===== config.mk =====
export PLATFORM = sky130hd
export DESIGN_NAME = rx_scanner
export DESIGN_NICKNAME = d
export VERILOG_FILES = /design/src/hw/rx_scan_pkg.sv /design/src/hw/scan_bus_if.sv /design/src/hw/rx_scanner.sv /design/src/hw/udp_port_cam.sv /design/src/hw/l4_patt.sv /design/src/hw/ip_hdr_check.sv /design/src/hw/crc32_check.sv /design/src/hw/ones_chksum.sv /design/src/hw/frame_sync.sv
export SDC_FILE = /design/constraint.sdc
export NUM_CORES = 1
export LEC_CHECK = 0
export ABC_AREA = 1
export BUFFER_PORTS_ARGS = -buffer_cell sky130_fd_sc_hd__buf_2
export CORE_ASPECT_RATIO = 0.8
export CORE_MARGIN = 3
export CORE_UTILIZATION = 41
export CTS_BUF_LIST = sky130_fd_sc_hd__clkbuf_16
export CTS_CLUSTER_SIZE = 20
export DETAILED_ROUTE_END_ITERATION = 16
export SYNTH_ARGS = -nofsm -noshare
export SYNTH_HDL_FRONTEND = slang
export SYNTH_SLANG_ARGS = --single-unit

===== constraint.sdc =====
create_clock -name clk -period 5.7 [get_ports clk]
set_clock_uncertainty 0.2 [all_clocks]
set_input_delay 0.57 -clock clk [delete_from_list [all_inputs] [get_ports clk]]
set_output_delay 0.57 -clock clk [all_outputs]
set_load 0.05 [all_outputs]

===== src/hw/rx_scan_pkg.sv =====
`default_nettype none

package rx_scan_pkg;

	// Widths with a protocol meaning
	typedef logic [7:0] octet_t;
	typedef logic [10:0] oct_cnt_t;
	typedef logic [15:0] len16_t;
	typedef logic [2:0] port_idx_t;

	// Frame category reported in status_vec[1:0]
	typedef logic [1:0] category_t;
	localparam category_t cat_other = 2'd0;
	localparam category_t cat_arp = 2'd1;
	localparam category_t cat_icmp = 2'd2;
	localparam category_t cat_udp = 2'd3;

	typedef enum logic [1:0] {st_idle, st_preamble, st_data, st_drop} frame_state_t;

	localparam int max_frame = 1536;
	localparam int ifg_min = 10;
	localparam int pno_entries = 8;

	// Configuration memory map
	localparam int mac_base = 0;
	localparam int ip_base = 6;

	// GMII framing octets
	localparam octet_t pre_octet = 8'h55;
	localparam octet_t sfd_octet = 8'hd5;

	// Reflected CRC-32 and its good-frame residue
	localparam logic [31:0] crc_poly = 32'hedb88320;
	localparam logic [31:0] crc_init = 32'hffffffff;
	localparam logic [31:0] crc_residue = 32'hdebb20e3;

	// Octet offsets counted from the first destination MAC octet
	localparam int off_src_mac = 6;
	localparam int off_ethertype = 12;
	localparam int off_ip_hdr = 14;
	localparam int off_ip_len = 16;
	localparam int off_ip_flags = 20;
	localparam int off_ip_ttl = 22;
	localparam int off_ip_proto = 23;
	localparam int off_ip_dst = 30;
	localparam int off_l4 = 34;
	localparam int off_udp_dport = 36;
	localparam int off_udp_len = 38;
	localparam int off_arp_tpa = 38;
	localparam int ip_hdr_len = 20;

endpackage

`default_nettype wire

===== src/hw/scan_bus_if.sv =====
`timescale 1ns/1ps
`default_nettype none

interface scan_bus_if;
	import rx_scan_pkg::*;

	// Octet index, runs one ahead of data
	oct_cnt_t cnt;
	// Delayed octet, zero outside the strobe
	octet_t data;
	// Frame data is active
	logic gate;
	// Marks the first destination MAC octet
	logic first;

	modport src (output cnt, output data, output gate, output first);
	modport chk (input cnt, input data, input gate, input first);

endinterface

`default_nettype wire


===== src/hw/rx_scanner.sv =====
`timescale 1ns/1ps
`default_nettype none

module rx_scanner #(
	parameter bit handle_arp = 1'b1,
	parameter bit handle_icmp = 1'b1
) (
	input wire logic clk,
	input wire logic rst_n,
	input wire rx_scan_pkg::octet_t eth_in,
	input wire logic eth_in_s,
	// Error flag from the PHY is not acted on
	input wire logic eth_in_e,
	input wire logic enable_rx,
	output logic [3:0] ip_a,
	input wire rx_scan_pkg::octet_t ip_d,
	output logic [3:0] pno_a,
	input wire rx_scan_pkg::octet_t pno_d,
	output logic busy,
	output logic keep,
	output rx_scan_pkg::octet_t odata,
	output logic odata_s,
	output logic odata_f,
	output logic status_valid,
	output logic [7:0] status_vec,
	output rx_scan_pkg::oct_cnt_t pack_len
);
	import rx_scan_pkg::*;

	scan_bus_if bus ();

	logic crc_ok;
	logic pass_ip0;
	logic pass_arp0;
	logic pass_icmp0;
	logic pass_udp0;
	logic port_hit;
	port_idx_t port_idx;
	len16_t ip_length;
	logic ip_m;
	logic want_eth;
	logic want_arp;
	logic want_ip;
	logic pass_ethmac;
	logic pass_arpip;
	logic pass_ipdst;
	logic unicast_src;
	logic ip_len_ok;
	logic pass_arp;
	logic pass_ip;
	logic pass_icmp;
	logic pass_udp;
	category_t category;
	port_idx_t port_p;

	frame_sync u_frame_sync (
		.clk(clk),
		.rst_n(rst_n),
		.eth_in(eth_in),
		.eth_in_s(eth_in_s),
		.enable_rx(enable_rx),
		.bus(bus),
		.odata(odata),
		.odata_s(odata_s),
		.odata_f(odata_f),
		.pack_len(pack_len)
	);

	crc32_check u_crc (.clk(clk), .rst_n(rst_n), .bus(bus), .crc_ok(crc_ok));

	ip_hdr_check u_ip_hdr (
		.clk(clk),
		.rst_n(rst_n),
		.bus(bus),
		.pass(pass_ip0),
		.ip_length(ip_length)
	);

	l4_patt #(.handle_arp(handle_arp), .handle_icmp(handle_icmp)) u_l4 (
		.clk(clk),
		.rst_n(rst_n),
		.bus(bus),
		.ip_length(ip_length),
		.pass_arp(pass_arp0),
		.pass_icmp(pass_icmp0),
		.pass_udp(pass_udp0)
	);

	udp_port_cam u_cam (
		.clk(clk),
		.rst_n(rst_n),
		.bus(bus),
		.pno_a(pno_a),
		.pno_d(pno_d),
		.port_hit(port_hit),
		.port_idx(port_idx)
	);

	// Config address one cycle ahead of the octet it is compared with
	always_comb begin
		if (bus.cnt >= off_arp_tpa) ip_a = 4'(bus.cnt - off_arp_tpa + ip_base);
		else if (bus.cnt >= off_ip_dst) ip_a = 4'(bus.cnt - off_ip_dst + ip_base);
		else ip_a = 4'(bus.cnt + mac_base);
	end
	assign ip_m = ip_d == bus.data;

	always_ff @(posedge clk or negedge rst_n) begin
		if (!rst_n) begin
			want_eth <= 1'b0;
			want_arp <= 1'b0;
			want_ip <= 1'b0;
			pass_ethmac <= 1'b0;
			pass_arpip <= 1'b0;
			pass_ipdst <= 1'b0;
			unicast_src <= 1'b0;
			ip_len_ok <= 1'b0;
		end else begin
			want_eth <= bus.cnt < 6;
			want_arp <= bus.cnt >= off_arp_tpa && bus.cnt < off_arp_tpa + 4;
			want_ip <= bus.cnt >= off_ip_dst && bus.cnt < off_ip_dst + 4;
			if (want_eth && !ip_m) pass_ethmac <= 1'b0;
			if (want_arp && !ip_m) pass_arpip <= 1'b0;
			if (want_ip && !ip_m) pass_ipdst <= 1'b0;
			// Group bit of the first source MAC octet
			if (bus.cnt == off_src_mac + 1) unicast_src <= ~bus.data[0];
			// Frame must hold the IP datagram plus header and FCS
			ip_len_ok <= {6'd0, bus.cnt} >= {1'b0, ip_length} + 17'd18;
			if (bus.cnt == 0) begin
				pass_ethmac <= 1'b1;
				pass_arpip <= 1'b1;
				pass_ipdst <= 1'b1;
			end
			// Optimistic until the source MAC is seen, keeps busy up early
			if (bus.cnt == 1) unicast_src <= 1'b1;
		end
	end

	assign pass_arp = unicast_src & crc_ok & pass_arp0 & pass_arpip;
	assign pass_ip = unicast_src & crc_ok & pass_ethmac & pass_ip0 & pass_ipdst & ip_len_ok;
	assign pass_icmp = pass_ip & pass_icmp0;
	assign pass_udp = pass_ip & pass_udp0 & port_hit;

	always_comb begin
		if (pass_udp) category = cat_udp;
		else if (pass_icmp) category = cat_icmp;
		else if (pass_arp) category = cat_arp;
		else category = cat_other;
	end

	// Port index only means something for a UDP hit
	assign port_p = pass_udp ? port_idx : '0;
	assign status_vec = {port_p, pass_ip, pass_ethmac, crc_ok, category};
	assign status_valid = odata_f;

	// Busy follows the template matches, keep waits for the full verdict
	always_ff @(posedge clk or negedge rst_n) begin
		if (!rst_n) begin
			busy <= 1'b0;
			keep <= 1'b0;
		end else begin
			busy <= odata_s & ((unicast_src & pass_arp0) |
				(unicast_src & pass_ethmac & pass_ip0 & (pass_udp0 | pass_icmp0)));
			keep <= odata_s & (category != cat_other);
		end
	end

endmodule

`default_nettype wire


===== src/hw/udp_port_cam.sv =====
`timescale 1ns/1ps
`default_nettype none

module udp_port_cam (
	input wire logic clk,
	input wire logic rst_n,
	scan_bus_if.chk bus,
	output logic [3:0] pno_a,
	input wire rx_scan_pkg::octet_t pno_d,
	output logic port_hit,
	output rx_scan_pkg::port_idx_t port_idx
);
	import rx_scan_pkg::*;

	len16_t port;
	octet_t data_d;
	octet_t hi_d;
	logic [3:0] addr_d;
	logic run;
	logic rd_v;

	always_ff @(posedge clk) begin
		data_d <= bus.data;
		// Destination port complete when octet 37 is on the bus
		if (bus.cnt == off_udp_dport + 2) port <= {data_d, bus.data};
		// Address of the entry now on pno_d
		addr_d <= pno_a;
		if (rd_v && !addr_d[0]) hi_d <= pno_d;
	end

	always_ff @(posedge clk or negedge rst_n) begin
		if (!rst_n) begin
			run <= 1'b0;
			rd_v <= 1'b0;
			pno_a <= '0;
			port_hit <= 1'b0;
			port_idx <= '0;
		end else begin
			rd_v <= run;
			if (run) begin
				pno_a <= pno_a + 1'b1;
				if (pno_a == 4'(2 * pno_entries - 1)) run <= 1'b0;
			end
			// Scan starts together with the last port octet
			if (bus.cnt == off_udp_dport + 1) begin
				run <= 1'b1;
				pno_a <= '0;
			end
			// Low octet read completes an entry, first match wins
			if (rd_v && addr_d[0] && !port_hit && {hi_d, pno_d} == port) begin
				port_hit <= 1'b1;
				port_idx <= port_idx_t'(addr_d[3:1]);
			end
			if (bus.cnt == 0) begin
				port_hit <= 1'b0;
				port_idx <= '0;
			end
		end
	end

endmodule

`default_nettype wire


===== src/hw/l4_patt.sv =====
`timescale 1ns/1ps
`default_nettype none

module l4_patt #(
	parameter bit handle_arp = 1'b1,
	parameter bit handle_icmp = 1'b1
) (
	input wire logic clk,
	input wire logic rst_n,
	scan_bus_if.chk bus,
	input wire rx_scan_pkg::len16_t ip_length,
	output logic pass_arp,
	output logic pass_icmp,
	output logic pass_udp
);
	import rx_scan_pkg::*;

	octet_t arp_tmpl;
	octet_t data_d;
	logic arp_want;
	logic arp_r;
	logic icmp_r;
	logic icmp_fail;
	logic udp_r;
	len16_t udp_len;
	len16_t cnt16;
	len16_t ip_end;
	logic icmp_gate;
	logic icmp_sum_ok;

	assign cnt16 = len16_t'(bus.cnt);
	// Count at which the last IP octet sits on the bus
	assign ip_end = ip_length + len16_t'(off_ip_hdr);
	assign icmp_gate = cnt16 > off_l4 && cnt16 <= ip_end;

	// ARP request for IPv4 over Ethernet
	always_ff @(posedge clk) begin
		case (bus.cnt)
			off_ethertype: arp_tmpl <= 8'h08;
			off_ethertype + 1: arp_tmpl <= 8'h06;
			off_ethertype + 3: arp_tmpl <= 8'h01;
			off_ethertype + 4: arp_tmpl <= 8'h08;
			off_ethertype + 6: arp_tmpl <= 8'h06;
			off_ethertype + 7: arp_tmpl <= 8'h04;
			off_ethertype + 9: arp_tmpl <= 8'h01;
			default: arp_tmpl <= 8'h00;
		endcase
		data_d <= bus.data;
		if (bus.cnt == off_udp_len + 2) udp_len <= {data_d, bus.data};
	end

	always_ff @(posedge clk or negedge rst_n) begin
		if (!rst_n) begin
			arp_want <= 1'b0;
			arp_r <= 1'b0;
			icmp_r <= 1'b0;
			icmp_fail <= 1'b0;
			udp_r <= 1'b0;
		end else begin
			arp_want <= bus.cnt >= off_ethertype && bus.cnt < off_ethertype + 10;
			if (arp_want && bus.data != arp_tmpl) arp_r <= 1'b0;
			// Octet k is on the bus while cnt is k+1
			if (bus.cnt == off_ip_proto + 1) begin
				if (bus.data != 8'h01) icmp_r <= 1'b0;
				if (bus.data != 8'h11) udp_r <= 1'b0;
			end
			// Echo request type, code zero
			if (bus.cnt == off_l4 + 1 && bus.data != 8'h08) icmp_r <= 1'b0;
			if (bus.cnt == off_l4 + 2 && bus.data != 8'h00) icmp_r <= 1'b0;
			// Source ports below 1024 are refused
			if (bus.cnt == off_l4 + 1 && bus.data[7:2] == 6'd0) udp_r <= 1'b0;
			// Destination port zero
			if (bus.cnt == off_udp_dport + 2 && {data_d, bus.data} == 16'h0000) udp_r <= 1'b0;
			// UDP length must fit inside the IP payload
			if (bus.cnt == off_udp_len + 3 &&
				{1'b0, udp_len} + 17'(ip_hdr_len) > {1'b0, ip_length}) udp_r <= 1'b0;
			// ICMP sum checked once the IP payload has passed
			if (cnt16 > off_l4 && cnt16 == ip_end + 1) icmp_fail <= ~icmp_sum_ok;
			if (bus.cnt == 0) begin
				arp_r <= 1'b1;
				icmp_r <= 1'b1;
				icmp_fail <= 1'b0;
				udp_r <= 1'b1;
			end
		end
	end

	ones_chksum u_icmp_sum (
		.clk(clk),
		.rst_n(rst_n),
		.clear(bus.cnt == 0),
		.gate(icmp_gate),
		.din(bus.data),
		.all_ones(icmp_sum_ok)
	);

	assign pass_arp = handle_arp & arp_r;
	assign pass_icmp = handle_icmp & icmp_r & ~icmp_fail;
	assign pass_udp = udp_r;

endmodule

`default_nettype wire


===== src/hw/ip_hdr_check.sv =====
`timescale 1ns/1ps
`default_nettype none

module ip_hdr_check (
	input wire logic clk,
	input wire logic rst_n,
	scan_bus_if.chk bus,
	output logic pass,
	output rx_scan_pkg::len16_t ip_length
);
	import rx_scan_pkg::*;

	octet_t tmpl;
	octet_t data_d;
	octet_t df_mask;
	logic want;
	logic mask_df;
	logic ttl_flag;
	logic pass_r;
	logic sum_clear;
	logic sum_gate;
	logic sum_ok;
	logic sum_fail;

	// Template lines up with the octet one cycle later
	always_ff @(posedge clk) begin
		case (bus.cnt)
			off_ethertype: tmpl <= 8'h08;
			off_ethertype + 1: tmpl <= 8'h00;
			// Version 4, IHL 5 only
			off_ip_hdr: tmpl <= 8'h45;
			default: tmpl <= 8'h00;
		endcase
		data_d <= bus.data;
		// Total length octets 16 and 17
		if (bus.cnt == off_ip_len + 2) ip_length <= {data_d, bus.data};
	end

	// DF bit is ignored, all other flag and offset bits must be zero
	assign df_mask = {1'b1, ~mask_df, 6'h3f};

	always_ff @(posedge clk or negedge rst_n) begin
		if (!rst_n) begin
			want <= 1'b0;
			mask_df <= 1'b0;
			ttl_flag <= 1'b0;
			pass_r <= 1'b0;
			sum_clear <= 1'b0;
			sum_gate <= 1'b0;
			sum_fail <= 1'b0;
		end else begin
			want <= (bus.cnt >= off_ethertype && bus.cnt < off_ip_hdr + 1) ||
				(bus.cnt >= off_ip_flags && bus.cnt < off_ip_flags + 2);
			mask_df <= bus.cnt == off_ip_flags;
			ttl_flag <= bus.cnt == off_ip_ttl;
			sum_clear <= bus.cnt == 0;
			sum_gate <= bus.cnt >= off_ip_hdr && bus.cnt < off_ip_hdr + ip_hdr_len;
			if (want && (bus.data & df_mask) != tmpl) pass_r <= 1'b0;
			// Expired packet
			if (ttl_flag && bus.data == 8'h00) pass_r <= 1'b0;
			// Header sum complete one cycle after octet 33
			if (bus.cnt == off_ip_hdr + ip_hdr_len + 1) sum_fail <= ~sum_ok;
			if (bus.cnt == 0) begin
				pass_r <= 1'b1;
				sum_fail <= 1'b0;
			end
		end
	end

	ones_chksum u_hdr_sum (
		.clk(clk),
		.rst_n(rst_n),
		.clear(sum_clear),
		.gate(sum_gate),
		.din(bus.data),
		.all_ones(sum_ok)
	);

	assign pass = pass_r & ~sum_fail;

endmodule

`default_nettype wire


===== src/hw/crc32_check.sv =====
`timescale 1ns/1ps
`default_nettype none

module crc32_check (
	input wire logic clk,
	input wire logic rst_n,
	scan_bus_if.chk bus,
	output logic crc_ok
);
	import rx_scan_pkg::*;

	logic [31:0] crc;

	// One octet of the LSB-first CRC-32
	function automatic logic [31:0] crc_step(logic [31:0] c, octet_t d);
		logic [31:0] r;
		r = c;
		for (int i = 0; i < 8; i++) begin
			if (r[0] ^ d[i]) r = (r >> 1) ^ crc_poly;
			else r = r >> 1;
		end
		return r;
	endfunction

	always_ff @(posedge clk or negedge rst_n) begin
		if (!rst_n) begin
			crc <= crc_init;
		end else if (bus.first) begin
			// Restart on the first destination MAC octet
			crc <= crc_step(crc_init, bus.data);
		end else if (bus.gate) begin
			crc <= crc_step(crc, bus.data);
		end
	end

	// FCS included, so a good frame leaves the fixed residue
	assign crc_ok = crc == crc_residue;

endmodule

`default_nettype wire


===== src/hw/ones_chksum.sv =====
`timescale 1ns/1ps
`default_nettype none

module ones_chksum (
	input wire logic clk,
	input wire logic rst_n,
	input wire logic clear,
	input wire logic gate,
	input wire rx_scan_pkg::octet_t din,
	output logic all_ones
);
	import rx_scan_pkg::*;

	logic [15:0] sum;
	octet_t hi;
	logic odd;
	logic [16:0] add_full;
	logic [16:0] pend_full;
	logic [15:0] pend;

	// Completed word with end-around carry
	assign add_full = {1'b0, sum} + {1'b0, hi, din};
	// Dangling high octet padded with zero
	assign pend_full = {1'b0, sum} + {1'b0, hi, 8'h00};
	assign pend = pend_full[15:0] + 16'(pend_full[16]);
	assign all_ones = odd ? (pend == 16'hffff) : (sum == 16'hffff);

	always_ff @(posedge clk) begin
		if (gate && !odd) hi <= din;
	end

	always_ff @(posedge clk or negedge rst_n) begin
		if (!rst_n) begin
			sum <= '0;
			odd <= 1'b0;
		end else if (clear) begin
			sum <= '0;
			odd <= 1'b0;
		end else if (gate) begin
			if (odd) sum <= add_full[15:0] + 16'(add_full[16]);
			odd <= ~odd;
		end
	end

endmodule

`default_nettype wire


===== src/hw/frame_sync.sv =====
`timescale 1ns/1ps
`default_nettype none

module frame_sync (
	input wire logic clk,
	input wire logic rst_n,
	input wire rx_scan_pkg::octet_t eth_in,
	input wire logic eth_in_s,
	input wire logic enable_rx,
	scan_bus_if.src bus,
	output rx_scan_pkg::octet_t odata,
	output logic odata_s,
	output logic odata_f,
	output rx_scan_pkg::oct_cnt_t pack_len
);
	import rx_scan_pkg::*;

	frame_state_t state;
	logic [3:0] ifg_cnt;
	logic ifg_inc;
	logic ifg_ok;
	logic in_data;
	oct_cnt_t cnt;
	logic gate_d1;
	logic first;
	octet_t data_d1;

	assign in_data = state == st_data;
	// Gap counter saturates at 12
	assign ifg_inc = ~&ifg_cnt[3:2];
	assign ifg_ok = ifg_cnt >= ifg_min;

	always_ff @(posedge clk or negedge rst_n) begin
		if (!rst_n) begin
			state <= st_idle;
			ifg_cnt <= '0;
		end else begin
			// Idle and preamble cycles both count toward the gap
			if (state == st_idle || state == st_preamble) ifg_cnt <= ifg_cnt + 4'(ifg_inc);
			else ifg_cnt <= '0;
			case (state)
				st_idle: begin
					if (eth_in_s) state <= (eth_in == pre_octet && enable_rx) ? st_preamble : st_drop;
				end
				st_preamble: begin
					if (!eth_in_s) state <= st_idle;
					else if (eth_in == sfd_octet) state <= ifg_ok ? st_data : st_drop;
					else if (eth_in != pre_octet) state <= st_drop;
				end
				st_data: begin
					if (!eth_in_s) state <= st_idle;
					// Oversize frame
					else if (cnt >= max_frame) state <= st_drop;
				end
				default: begin
					// Wait for the strobe to end
					if (!eth_in_s) state <= st_idle;
				end
			endcase
		end
	end

	// Octet counter and two-stage strobe pipeline
	always_ff @(posedge clk or negedge rst_n) begin
		if (!rst_n) begin
			cnt <= '0;
			gate_d1 <= 1'b0;
			first <= 1'b0;
			odata_s <= 1'b0;
		end else begin
			cnt <= in_data ? cnt + 1'b1 : '0;
			gate_d1 <= in_data;
			first <= in_data & ~gate_d1;
			// st_data runs one cycle past the last octet
			odata_s <= in_data & gate_d1;
		end
	end

	always_ff @(posedge clk) begin
		data_d1 <= eth_in_s ? eth_in : '0;
		odata <= data_d1;
		// Last count seen in st_data is the frame length
		if (in_data) pack_len <= cnt;
	end

	assign odata_f = gate_d1 & ~in_data;

	assign bus.cnt = cnt;
	assign bus.data = data_d1;
	assign bus.gate = gate_d1;
	assign bus.first = first;

endmodule

`default_nettype wire


==> results.py, run 1 <==
metrics = {
    "yosys": {
        "async_flop_share_pct": 51.98,
        "synth.top_cell.area_share_pct": 15.72,
        "avgSynthCellArea_um2": 7.977,
        "yosysSeqAreaShare_pct": 37.87,
        "postSynthCellCount": 1988,
        "syn_area_mm2": 0.01586,
        "ys_seq_elements": 227,
        "synth.largest_area_cell": "edfxtp_1",
        "synth_edf_count": 83,
        "synth_warnings": 0,
        "synth_fp_nets": 2114,
        "synth_most_common_cell": "nand2_1",
        "synth_area_leaders": "edfxtp_1 16%, dfrtp_1 14%, nand2_1 10%",
        "synth_cell_types": 70,
        "synthFlopType": "dfrtp_1",
        "yosys-top-cells-count": "423 x nand2_1, 255 x inv_1, 181 x nor2_1",
    },
    "grt": {
        "gr-usage-met3_pct": 3.620,
        "antenna_found_initial": 3,
        "grt_pass1_wl_mm": 72.17,
        "grt_pass1_vias": 12910,
        "grtUsageTotal_pct": 22.34,
        "met2_usage_pct": 31.64,
        "grt_max_degree": 58,
        "grt_most_used_layer": "met1",
        "grt_use_met1_pct": 34.68,
        "grt.overflow.total": 0,
    },
    "floorplanning": {
        "die_h_um": 181.9,
        "die_area_mm2": 0.04109,
        "start_util_pct": 42.18,
        "row_count": 63,
        "core_area_mm2": 0.03760,
        "die_w_um": 225.9,
        "pin_count": 69,
    },
    "final_layout": {
        "seqCellArea_mm2": 0.006006,
        "layout.nets": 2188,
        "finish.utilization_pct": 46.86,
        "multi_input_area_mm2": 0.008618,
        "nFillCells": 3628,
        "layout-drive-gt1-share_pct": 11.92,
        "area_growth_pct": 11.11,
        "n_antenna_cell": 0,
    },
    "detailed_routing": {
        "wl_per_cell_um": 17.88,
        "route.detailed.drc": 0,
        "first_pass_iters": 6,
        "vias_per_cell": 5.397,
        "detail-route-antenna-nets": 0,
        "vias": 13860,
        "drt_first_iter_violations": 1319,
        "wl_mm": 45.90,
    },
    "timing": {
        "finalSetupViolCount": 0,
        "min_period_ps": 4025,
        "hold_viol": 0,
        "relSlewSlack_pct": 20.04,
        "fin_crit_sh_pct": 70.61,
        "fmax_ghz": 0.2485,
        "drv_slew": 0,
        "max_slew.worst_pin.slew_ps": 1195,
        "worst_slack_ps": 1675,
        "final.setup.tns_ps": 0,
        "rsz0062_at_grt": "no",
    },
    "run": {
        "maxCapViolations": 0,
    },
    "clock_network": {
        "clkLatencyLatePin_ps": 560,
        "cts_tree": "yes",
        "clk_path_buf_depth": 3,
        "clkTransAtPathRegs_ps": 60,
        "numCtsBuffers": 25,
        "cts_root_buffer": "clkbuf_16",
        "cts.htree.levels": 1,
        "post_cts_buffers": 0,
        "clock-sinks": 227,
    },
    "setup_path": {
        "arrival_ps": 4280,
        "cp_slowest_stage_delay_ps": 970,
        "crit_top_cell": "nand2_1",
        "cp_cell_sequence": "ha_1, a21oi_1, o21ai_0, a21oi_1, nand2_1, nand2_1, nand2_1, ha_1, ha_1, inv_1, nor2_1, nand2_1, nor2_1, nand2_1, nor2_2, nand4_1, nor2_1, nand3_1, nand3_1, nand2_1",
        "critical_path.max_fanout": 13,
        "crit_type": "reg -> reg",
        "start_kind": "flop",
        "r2r_slack_ps": 1680,
        "cp-end-kind": "flop",
        "cp.required_ps": 5950,
        "cpMaxStageDelayCell": "dfxtp_1",
    },
    "placed_design": {
        "pre_cts_ws_ps": 1683,
        "io_buffers": 67,
        "gp_congestion": 0.9259,
        "dpl.hpwl_mm": 35.69,
    },
    "pwr": {
        "leakagePower_nw": 8.116,
        "vdd_drop_max_mv": 0.2363,
        "powerDensity_mw_per_mm2": 357.6,
    },
    "worst_hold_path": {
        "min_path_type": "in -> reg",
    },
    "outcome": {
        "status": "complete, no violations",
    },
}
cells in the final DEF (no fill, tap or decap), drive strengths merged, types with 3 or more instances in the layout:
cell type / count
a211oi: 4
nand3b: 11
nand2: 446
a2111oi: 3
dfxtp: 26
bufinv: 4
o21bai: 6
clkbuf: 25
fa: 4
inv: 280
clkinv: 12
o22ai: 12
a21o: 3
o211ai: 11
nand4: 45
a31oi: 9
o32ai: 3
nand3: 128
dfstp: 32
xor2: 119
buf: 81
or2: 6
a22oi: 3
nor2: 200
o21a: 5
edfxtp: 83
dfrtp: 86
o21ai: 97
xnor2: 57
a21oi: 100
ha: 93
dlygate4sd3: 5
nor4: 16
o221ai: 10
nor3: 34
where the power goes:
| part | leakage, nW | switching, mW | internal, mW |
|---|---|---|---|
| logic | 5.22 | 1.58 | 0.800 |
| registers | 2.45 | 0.219 | 2.00 |
| clock network | 0.443 | 0.713 | 0.992 |
area by class of cell:
cell class	instances	area share [%]
inverters	276	5.879
well taps	487	3.458
repair buffers	86	2.798
clock inverters	21	1.321
clock buffers	25	3.550
multi-input cells	1446	48.91
flip-flops and latches	227	34.08
stage by stage:
stage	instance area, um^2	power (mW)	std cells	hold slack [ps]
detailed placement	16710	4.585	2517	229.8
global route	17620	6.658	2568	0.5078
global placement	16710	4.550	2517	223.1
finish	17620	6.301	2568	26.29
floorplan	15860	3.988	1988	74.41
CTS	17610	6.311	2567	0.6749
state kept, by name, summed over array words and instances, names as in the netlist, 8 cells and up:
register                flops
u_l4.u_icmp_sum.hi          8
u_cam.port                 16
u_cam.hi_d                  8
u_crc.crc                  32
u_ip_hdr.u_hdr_sum.sum     16
u_frame_sync.bus.data       8
u_ip_hdr.u_hdr_sum.hi       8
u_l4.udp_len               16
u_cam.data_d                8
u_ip_hdr.ip_length         16
u_frame_sync.pack_len      11
u_frame_sync.bus.cnt       11
u_l4.u_icmp_sum.sum        16
metal layers:
layer / share of wire [%] / up-vias / routed length (um)
met5: 0 / - / 0
met4: 2.7 / 0 / 1255
met3: 8.0 / 78 / 3687
met2: 41 / 525 / 18640
met1: 49 / 6512 / 22320
li1: - / 6745 / -
path summary, 6_finish.rpt:
check,end,from,depth (start not counted)
setup reg to reg,u_l4.u_icmp_sum.sum[14]$_DFFE_PN0P_,u_frame_sync.bus.data[5]$_SDFF_PN0_,20
min in group asynchronous,u_ip_hdr.u_hdr_sum.sum[14]$_DFFE_PN0P_,rst_n,2
hold / removal,u_frame_sync.bus.data[5]$_SDFF_PN0_,eth_in[5],3
hold reg to reg,u_cam.addr_d[3]$_DFF_P_,u_cam.pno_a[3]$_DFFE_PN0P_,0
max in group asynchronous,u_frame_sync.ifg_cnt[3]$_DFF_PN0_,rst_n,3
setup / recovery,u_l4.u_icmp_sum.sum[14]$_DFFE_PN0P_,u_frame_sync.bus.data[5]$_SDFF_PN0_,20
cell families after synthesis:
family	count (synthesis)	share of synthesized area [%]
compound gates	284	10.90
flops	227	37.87
buf+inv	315	7.866
fa+ha+maj	97	7.842
simple gates	889	24.93
xor+xnor	176	10.60
worst max-delay path: cells and delay by family, from the launching register on:
family,cells,cell delay (ps)
AO/OA/AOI/OAI,3,430
flip-flops,1,970
adder cells (fa/ha/maj),3,690
buffers and inverters,1,50
AND/OR/NAND/NOR,13,1560
what timing repair did:
action	CTS	global route
hold endpoints to repair	18	1
hold buffers	4	1
resized for setup	0	0
Note: power is estimated with default switching activity, not from simulation.
==> run 2, diff against run 1 <==
- clock period: 5.7 -> 3.8 ns (I/O delays scaled with it)
==> run 2 against run 1 <==
  * Core utilization increased by 1.2 points
  * Sequential share of layout area decreased by 0.87 points
  * Die area unchanged
  * Wire length increased by 2.8%
  * Register-to-register slack got worse by 1400 ps
  * Via count increased by 1.2%
  * Setup slack got worse by 1500 ps
  * Worst hold slack improved by 10 ps
  * Critical path type is now reg -> out
  * Largest power group unchanged
==> results.py, run 2 (synthesis results as in run 1) <==
metrics = {
    "grt": {
        "grtUsageTotal_pct": 22.82,
        "grt_max_degree": 64,
        "grt_pass1_wl_mm": 73.91,
        "gr-usage-met3_pct": 3.960,
        "antenna_found_initial": 2,
        "grt.overflow.total": 0,
        "grt_use_met1_pct": 34.59,
        "grt_most_used_layer": "met1",
        "met2_usage_pct": 33.49,
        "grt_pass1_vias": 13210,
    },
    "timing": {
        "finalSetupViolCount": 0,
        "worst_slack_ps": 206.7,
        "fmax_ghz": 0.2783,
        "min_period_ps": 3593,
        "hold_viol": 0,
        "max_slew.worst_pin.slew_ps": 1075,
        "drv_slew": 0,
        "fin_crit_sh_pct": 94.56,
        "relSlewSlack_pct": 28.08,
    },
    "floorplanning": {
        "pin_count": 69,
        "die_area_mm2": 0.04109,
        "die_w_um": 225.9,
        "row_count": 63,
        "start_util_pct": 42.18,
        "core_area_mm2": 0.03760,
        "die_h_um": 181.9,
    },
    "placed_design": {
        "dpl.hpwl_mm": 36.70,
        "pre_cts_ws_ps": 244.3,
        "gp_congestion": 0.9800,
        "io_buffers": 67,
    },
    "final_layout": {
        "area_growth_pct": 14.01,
        "n_antenna_cell": 0,
        "final_cell_mix": "423 x nand2_1, 260 x inv_1, 177 x nor2_1",
        "final_common_cell": "nand2_1",
        "largest_register_ff_count": 32,
        "layout.nets": 2240,
        "largest-register": "u_crc.crc",
        "layout-drive-gt1-share_pct": 13.36,
    },
    "setup_path": {
        "cp_slowest_stage_delay_ps": 520,
        "cp.required_ps": 3220,
        "start_kind": "flop",
        "rr_worst_depth": 22,
        "r2r_slack_ps": 320,
        "crit_type": "reg -> out",
        "cp-end-kind": "primary output",
        "cpMaxStageDelayCell": "dfstp_2",
        "reg2reg_from": "u_l4.u_icmp_sum.sum[8]$_DFFE_PN0P_",
        "arrival_ps": 3010,
        "reg2reg_to": "u_l4.u_icmp_sum.sum[14]$_DFFE_PN0P_",
        "critical_path.max_fanout": 6,
        "cp_cell_sequence": "inv_1, nor2_1, nand3_1, nor4_1, nand2_1, nor2_1, nand3_1, o21ai_0, buf_2",
    },
    "pwr": {
        "pwr-share-comb_pct": 38.9,
        "powerDensity_mw_per_mm2": 522.6,
        "p_sw_share_pct": 40.18,
        "power.share.sequential_pct": 34.6,
        "vdd_drop_max_mv": 0.2706,
        "power_mw": 9.449,
        "p_int_mw": 5.653,
        "p_clk_share_pct": 26.5,
        "leakagePower_nw": 8.335,
        "p_sw_mw": 3.796,
    },
    "worst_hold_path": {
        "worstHoldStart": "enable_rx",
        "min_path_type": "in -> reg",
        "hold_end": "u_frame_sync.state[1]$_DFFE_PN0P_",
        "hold_depth": 6,
    },
    "clock_network": {
        "numCtsBuffers": 26,
        "clkTransAtPathRegs_ps": 60,
        "clkLatencyLatePin_ps": 580,
        "cts.htree.levels": 1,
        "clk_path_buf_depth": 3,
        "cts_root_buffer": "clkbuf_16",
        "cts_tree": "yes",
        "clock-sinks": 227,
    },
    "detailed_routing": {
        "drt_first_iter_violations": 1091,
        "route.detailed.drc": 0,
        "vias_per_cell": 5.354,
        "wl_mm": 47.18,
        "first_pass_iters": 5,
        "wl_per_cell_um": 18.00,
        "vias": 14030,
        "detail-route-antenna-nets": 0,
    },
    "run": {
        "maxCapViolations": 0,
    },
    "outcome": {
        "status": "complete, no violations",
    },
}
run 2: routing by layer:
| metal | part of all wire [%] | vias up |
|---|---|---|
| met3 | 7.3 | 70 |
| met2 | 42 | 496 |
| li1 | - | 6849 |
| met4 | 2.4 | 2 |
| met1 | 49 | 6615 |
| met5 | 0.017 | - |
run 2: worst max-delay path by stage:
stage / start / end / slack (ps) / cells after the start
after detailed placement: u_l4.u_icmp_sum.sum[8]$_DFFE_PN0P_ / u_l4.u_icmp_sum.sum[14]$_DFFE_PN0P_ / 240 / 22
after CTS: u_l4.u_icmp_sum.sum[8]$_DFFE_PN0P_ / u_l4.u_icmp_sum.sum[14]$_DFFE_PN0P_ / 220 / 22
after floorplan: u_ip_hdr.ip_length[1]$_DFFE_PN_ / u_l4.u_icmp_sum.hi[0]$_DFFE_PP_ / 520 / 16
after global placement: u_l4.u_icmp_sum.sum[8]$_DFFE_PN0P_ / u_l4.u_icmp_sum.sum[14]$_DFFE_PN0P_ / 290 / 22
after global routing: u_l4.u_icmp_sum.sum[8]$_DFFE_PN0P_ / u_l4.u_icmp_sum.sum[12]$_DFFE_PN0P_ / -0.5 / 22
final: u_crc.crc[23]$_DFFE_PN1P_ / status_vec[0] / 210 / 9
run 2: worst max-delay path, delay by kind of cell, from the launching register on:
family / cells / cell delay (ps)
simple gates: 6 / 1210
flops: 1 / 520
buf+inv: 2 / 420
compound gates: 1 / 320
run 2: power groups by stage:
stage          clock, mW  combinational, mW  sequential, mW
2_1_floorplan          0               2.56            3.42
3_3_place_gp           0               3.56            3.30
3_5_place_dp           0               3.60            3.30
4_1_cts             2.56               3.64            3.26
5_1_grt             2.65               4.03            3.30
6_report            2.50               3.68            3.27
run 2: final cells by class:
class | count | area (um^2)
Inverter | 276 | 1036
Fill cell | 3601 | 19520
Clock buffer | 26 | 650.6
Tap cell | 487 | 609.3
Multi-Input combinational cell | 1446 | 8646
Clock inverter | 22 | 195.2
Sequential cell | 227 | 6006
Timing Repair Buffer | 137 | 938.4
run 2: per-stage QoR:
stage | cell area [um^2] | cells | hold slack [ps] | util [%] | setup TNS (ps)
after floorplan | 15860 | 1988 | -115.6 | - | 0
after global placement | 16950 | 2547 | 120.9 | 45.08 | 0
after detailed placement | 16950 | 2547 | 126.4 | 45.08 | 0
after CTS | 18050 | 2620 | 2.527 | 48.00 | 0
after global routing | 18080 | 2621 | 64.50 | 48.09 | -0.5431
final | 18080 | 2621 | 36.68 | 48.09 | 0
run 2: timing repair:
item	CTS	global route
hold endpoints to repair	94	0
setup endpoints to repair	0	8
hold buffers	25	0
buffers inserted	0	1
resized for setup	0	9
==> run 3, diff against run 2 <==
- CORE_ASPECT_RATIO: 0.8 -> 0.75
==> run 3 against run 2 <==
  * Sequential power increased by 2%
  * Via count rose by 0.36%
  * Global-route usage rose by 0.71 points
  * Sequential share of layout area fell by 0.094 points
==> results.py, run 3 (synthesis results as in run 1) <==
metrics = {
    "outcome": {
        "status": "complete, no violations",
    },
    "final_layout": {
        "layout.nets": 2242,
        "fin_area_mm2": 0.01815,
        "largest-register": "u_crc.crc",
        "nFillCells": 3651,
        "n_antenna_cell": 0,
        "final_common_cell": "nand2_1",
        "layout-drive-gt1-share_pct": 14.33,
        "layout.cells.non_filler": 2640,
        "area_growth_pct": 14.43,
        "finish.utilization_pct": 48.23,
        "final_cell_mix": "422 x nand2_1, 256 x inv_1, 175 x nor2_1",
        "largest_register_ff_count": 32,
    },
    "timing": {
        "relSlewSlack_pct": 32.03,
        "final.setup.tns_ps": 0,
        "hold_viol": 0,
        "worst_slack_ps": 270.4,
        "min_period_ps": 3530,
        "hold-worst-slack_ps": 24.22,
        "fin_crit_sh_pct": 92.88,
        "fmax_ghz": 0.2833,
        "max_slew.worst_pin.slew_ps": 1020,
        "finalSetupViolCount": 0,
        "drv_slew": 0,
    },
    "clock_network": {
        "clkTransAtPathRegs_ps": 70,
        "cts_tree": "yes",
        "clkLatencyLatePin_ps": 570,
        "cts_root_buffer": "clkbuf_16",
        "clock-sinks": 227,
        "cts.htree.levels": 1,
        "numCtsBuffers": 26,
        "clk_path_buf_depth": 3,
    },
    "placed_design": {
        "pre_cts_ws_ps": 151.7,
        "dpl_cell_area_mm2": 0.01697,
        "gp_congestion": 0.9417,
        "io_buffers": 67,
        "dp_cells": 2564,
        "dpl.hpwl_mm": 37.33,
    },
    "setup_path": {
        "reg2reg_from": "u_frame_sync.bus.data[0]$_SDFF_PN0_",
        "cp_slowest_stage_delay_ps": 490,
        "cp-end-kind": "flop",
        "start_kind": "flop",
        "arrival_ps": 3770,
        "crit_top_cell": "nand2_1",
        "cp.required_ps": 4040,
        "cp_cell_sequence": "ha_1, fa_1, nand3_1, nand3_2, nand3_1, nand3_1, nand2_1, nand2_1, ha_1, nand2_1, nor2_1, nand2_1, nor2_2, nand2_2, nor2_4, inv_2, nor2_4, nand3_1, nor2_2, nand2_2, o21ai_2, nand2_1",
        "critical_path.max_fanout": 4,
        "critPathLaunch": "u_frame_sync.bus.data[0]$_SDFF_PN0_",
        "cpMaxStageDelayCell": "dfxtp_1",
        "crit_type": "reg -> reg",
        "rr_worst_depth": 22,
    },
    "detailed_routing": {
        "vias": 14080,
        "wl_per_cell_um": 18.32,
        "wl_mm": 48.35,
        "detail-route-antenna-nets": 0,
        "route.detailed.drc": 0,
        "first_pass_iters": 5,
        "drt_first_iter_violations": 1233,
        "vias_per_cell": 5.334,
    },
    "worst_hold_path": {
        "min_path_type": "in -> reg",
        "hold_depth": 6,
        "worstHoldStart": "enable_rx",
    },
    "pwr": {
        "pwr-share-comb_pct": 38.8,
        "leakagePower_nw": 8.319,
        "p_int_mw": 5.611,
        "power_mw": 9.451,
        "p_clk_share_pct": 26.1,
        "vdd_drop_max_mv": 0.6210,
        "powerDensity_mw_per_mm2": 520.8,
        "power.share.sequential_pct": 35.1,
        "p_sw_share_pct": 40.63,
        "p_sw_mw": 3.840,
    },
    "floorplanning": {
        "die_area_mm2": 0.04110,
        "start_util_pct": 42.15,
        "row_count": 61,
        "die_w_um": 233.1,
        "die_h_um": 176.3,
        "core_area_mm2": 0.03763,
        "pin_count": 69,
    },
    "grt": {
        "grt.overflow.total": 0,
        "antenna_found_initial": 0,
        "grt_max_degree": 58,
        "grtUsageTotal_pct": 23.53,
        "grt_pass1_vias": 13110,
        "grt_pass1_wl_mm": 75.53,
    },
    "run": {
        "maxCapViolations": 0,
    },
}
run 3: cell type report:
type                       count  area, um^2  area share [%]
clock inverter                22       180.2          0.9928
multi-input combinational   1446        8686           47.86
tap                          504       630.6           3.475
sequential                   227        6011           33.12
inverter                     276        1036           5.709
clock buffer                  26       650.6           3.585
timing repair buffer         139       953.4           5.254
run 3: power groups by stage:
stage	clock [mW]	combinational [mW]	sequential (mW)
global route	2.63	4.02	3.35
global placement	0	3.55	3.34
detailed placement	0	3.58	3.35
CTS	2.54	3.62	3.31
finish	2.47	3.67	3.32
floorplan	0	2.56	3.42
run 3: critical path: cells and delay by family (launching register included):
| family | cells | cell delay, ps |
|---|---|---|
| flip-flops | 1 | 490 |
| AO/OA/AOI/OAI | 1 | 130 |
| buffers and inverters | 1 | 60 |
| AND/OR/NAND/NOR | 17 | 1860 |
| adder cells (fa/ha/maj) | 3 | 680 |
run 3: timing repair:
item,in CTS,in global routing
hold buffers,25,0
hold endpoints to repair,55,0
setup endpoints to repair,0,12
buffers inserted,0,3
resized for setup,0,21
run 3: path summary, 6_finish.rpt:
kind	end	slack, ps
min reg2reg	u_cam.addr_d[2]$_DFF_P_	230
min	u_frame_sync.state[1]$_DFFE_PN0P_	20
min in group asynchronous	u_l4.u_icmp_sum.sum[12]$_DFFE_PN0P_	170
max	u_ip_hdr.u_hdr_sum.sum[13]$_DFFE_PN0P_	270
max reg2reg	u_ip_hdr.u_hdr_sum.sum[13]$_DFFE_PN0P_	270
max in group asynchronous	u_crc.crc[26]$_DFFE_PN1P_	2380
run 3: per-layer routing:
metal	vias to the layer above	share of wire (%)	track usage, %
li1	6871	-	-
met1	6766	50	36.40
met2	402	42	35.12
met4	0	1.6	4.256
met5	-	0	0
met3	44	6.1	3.323
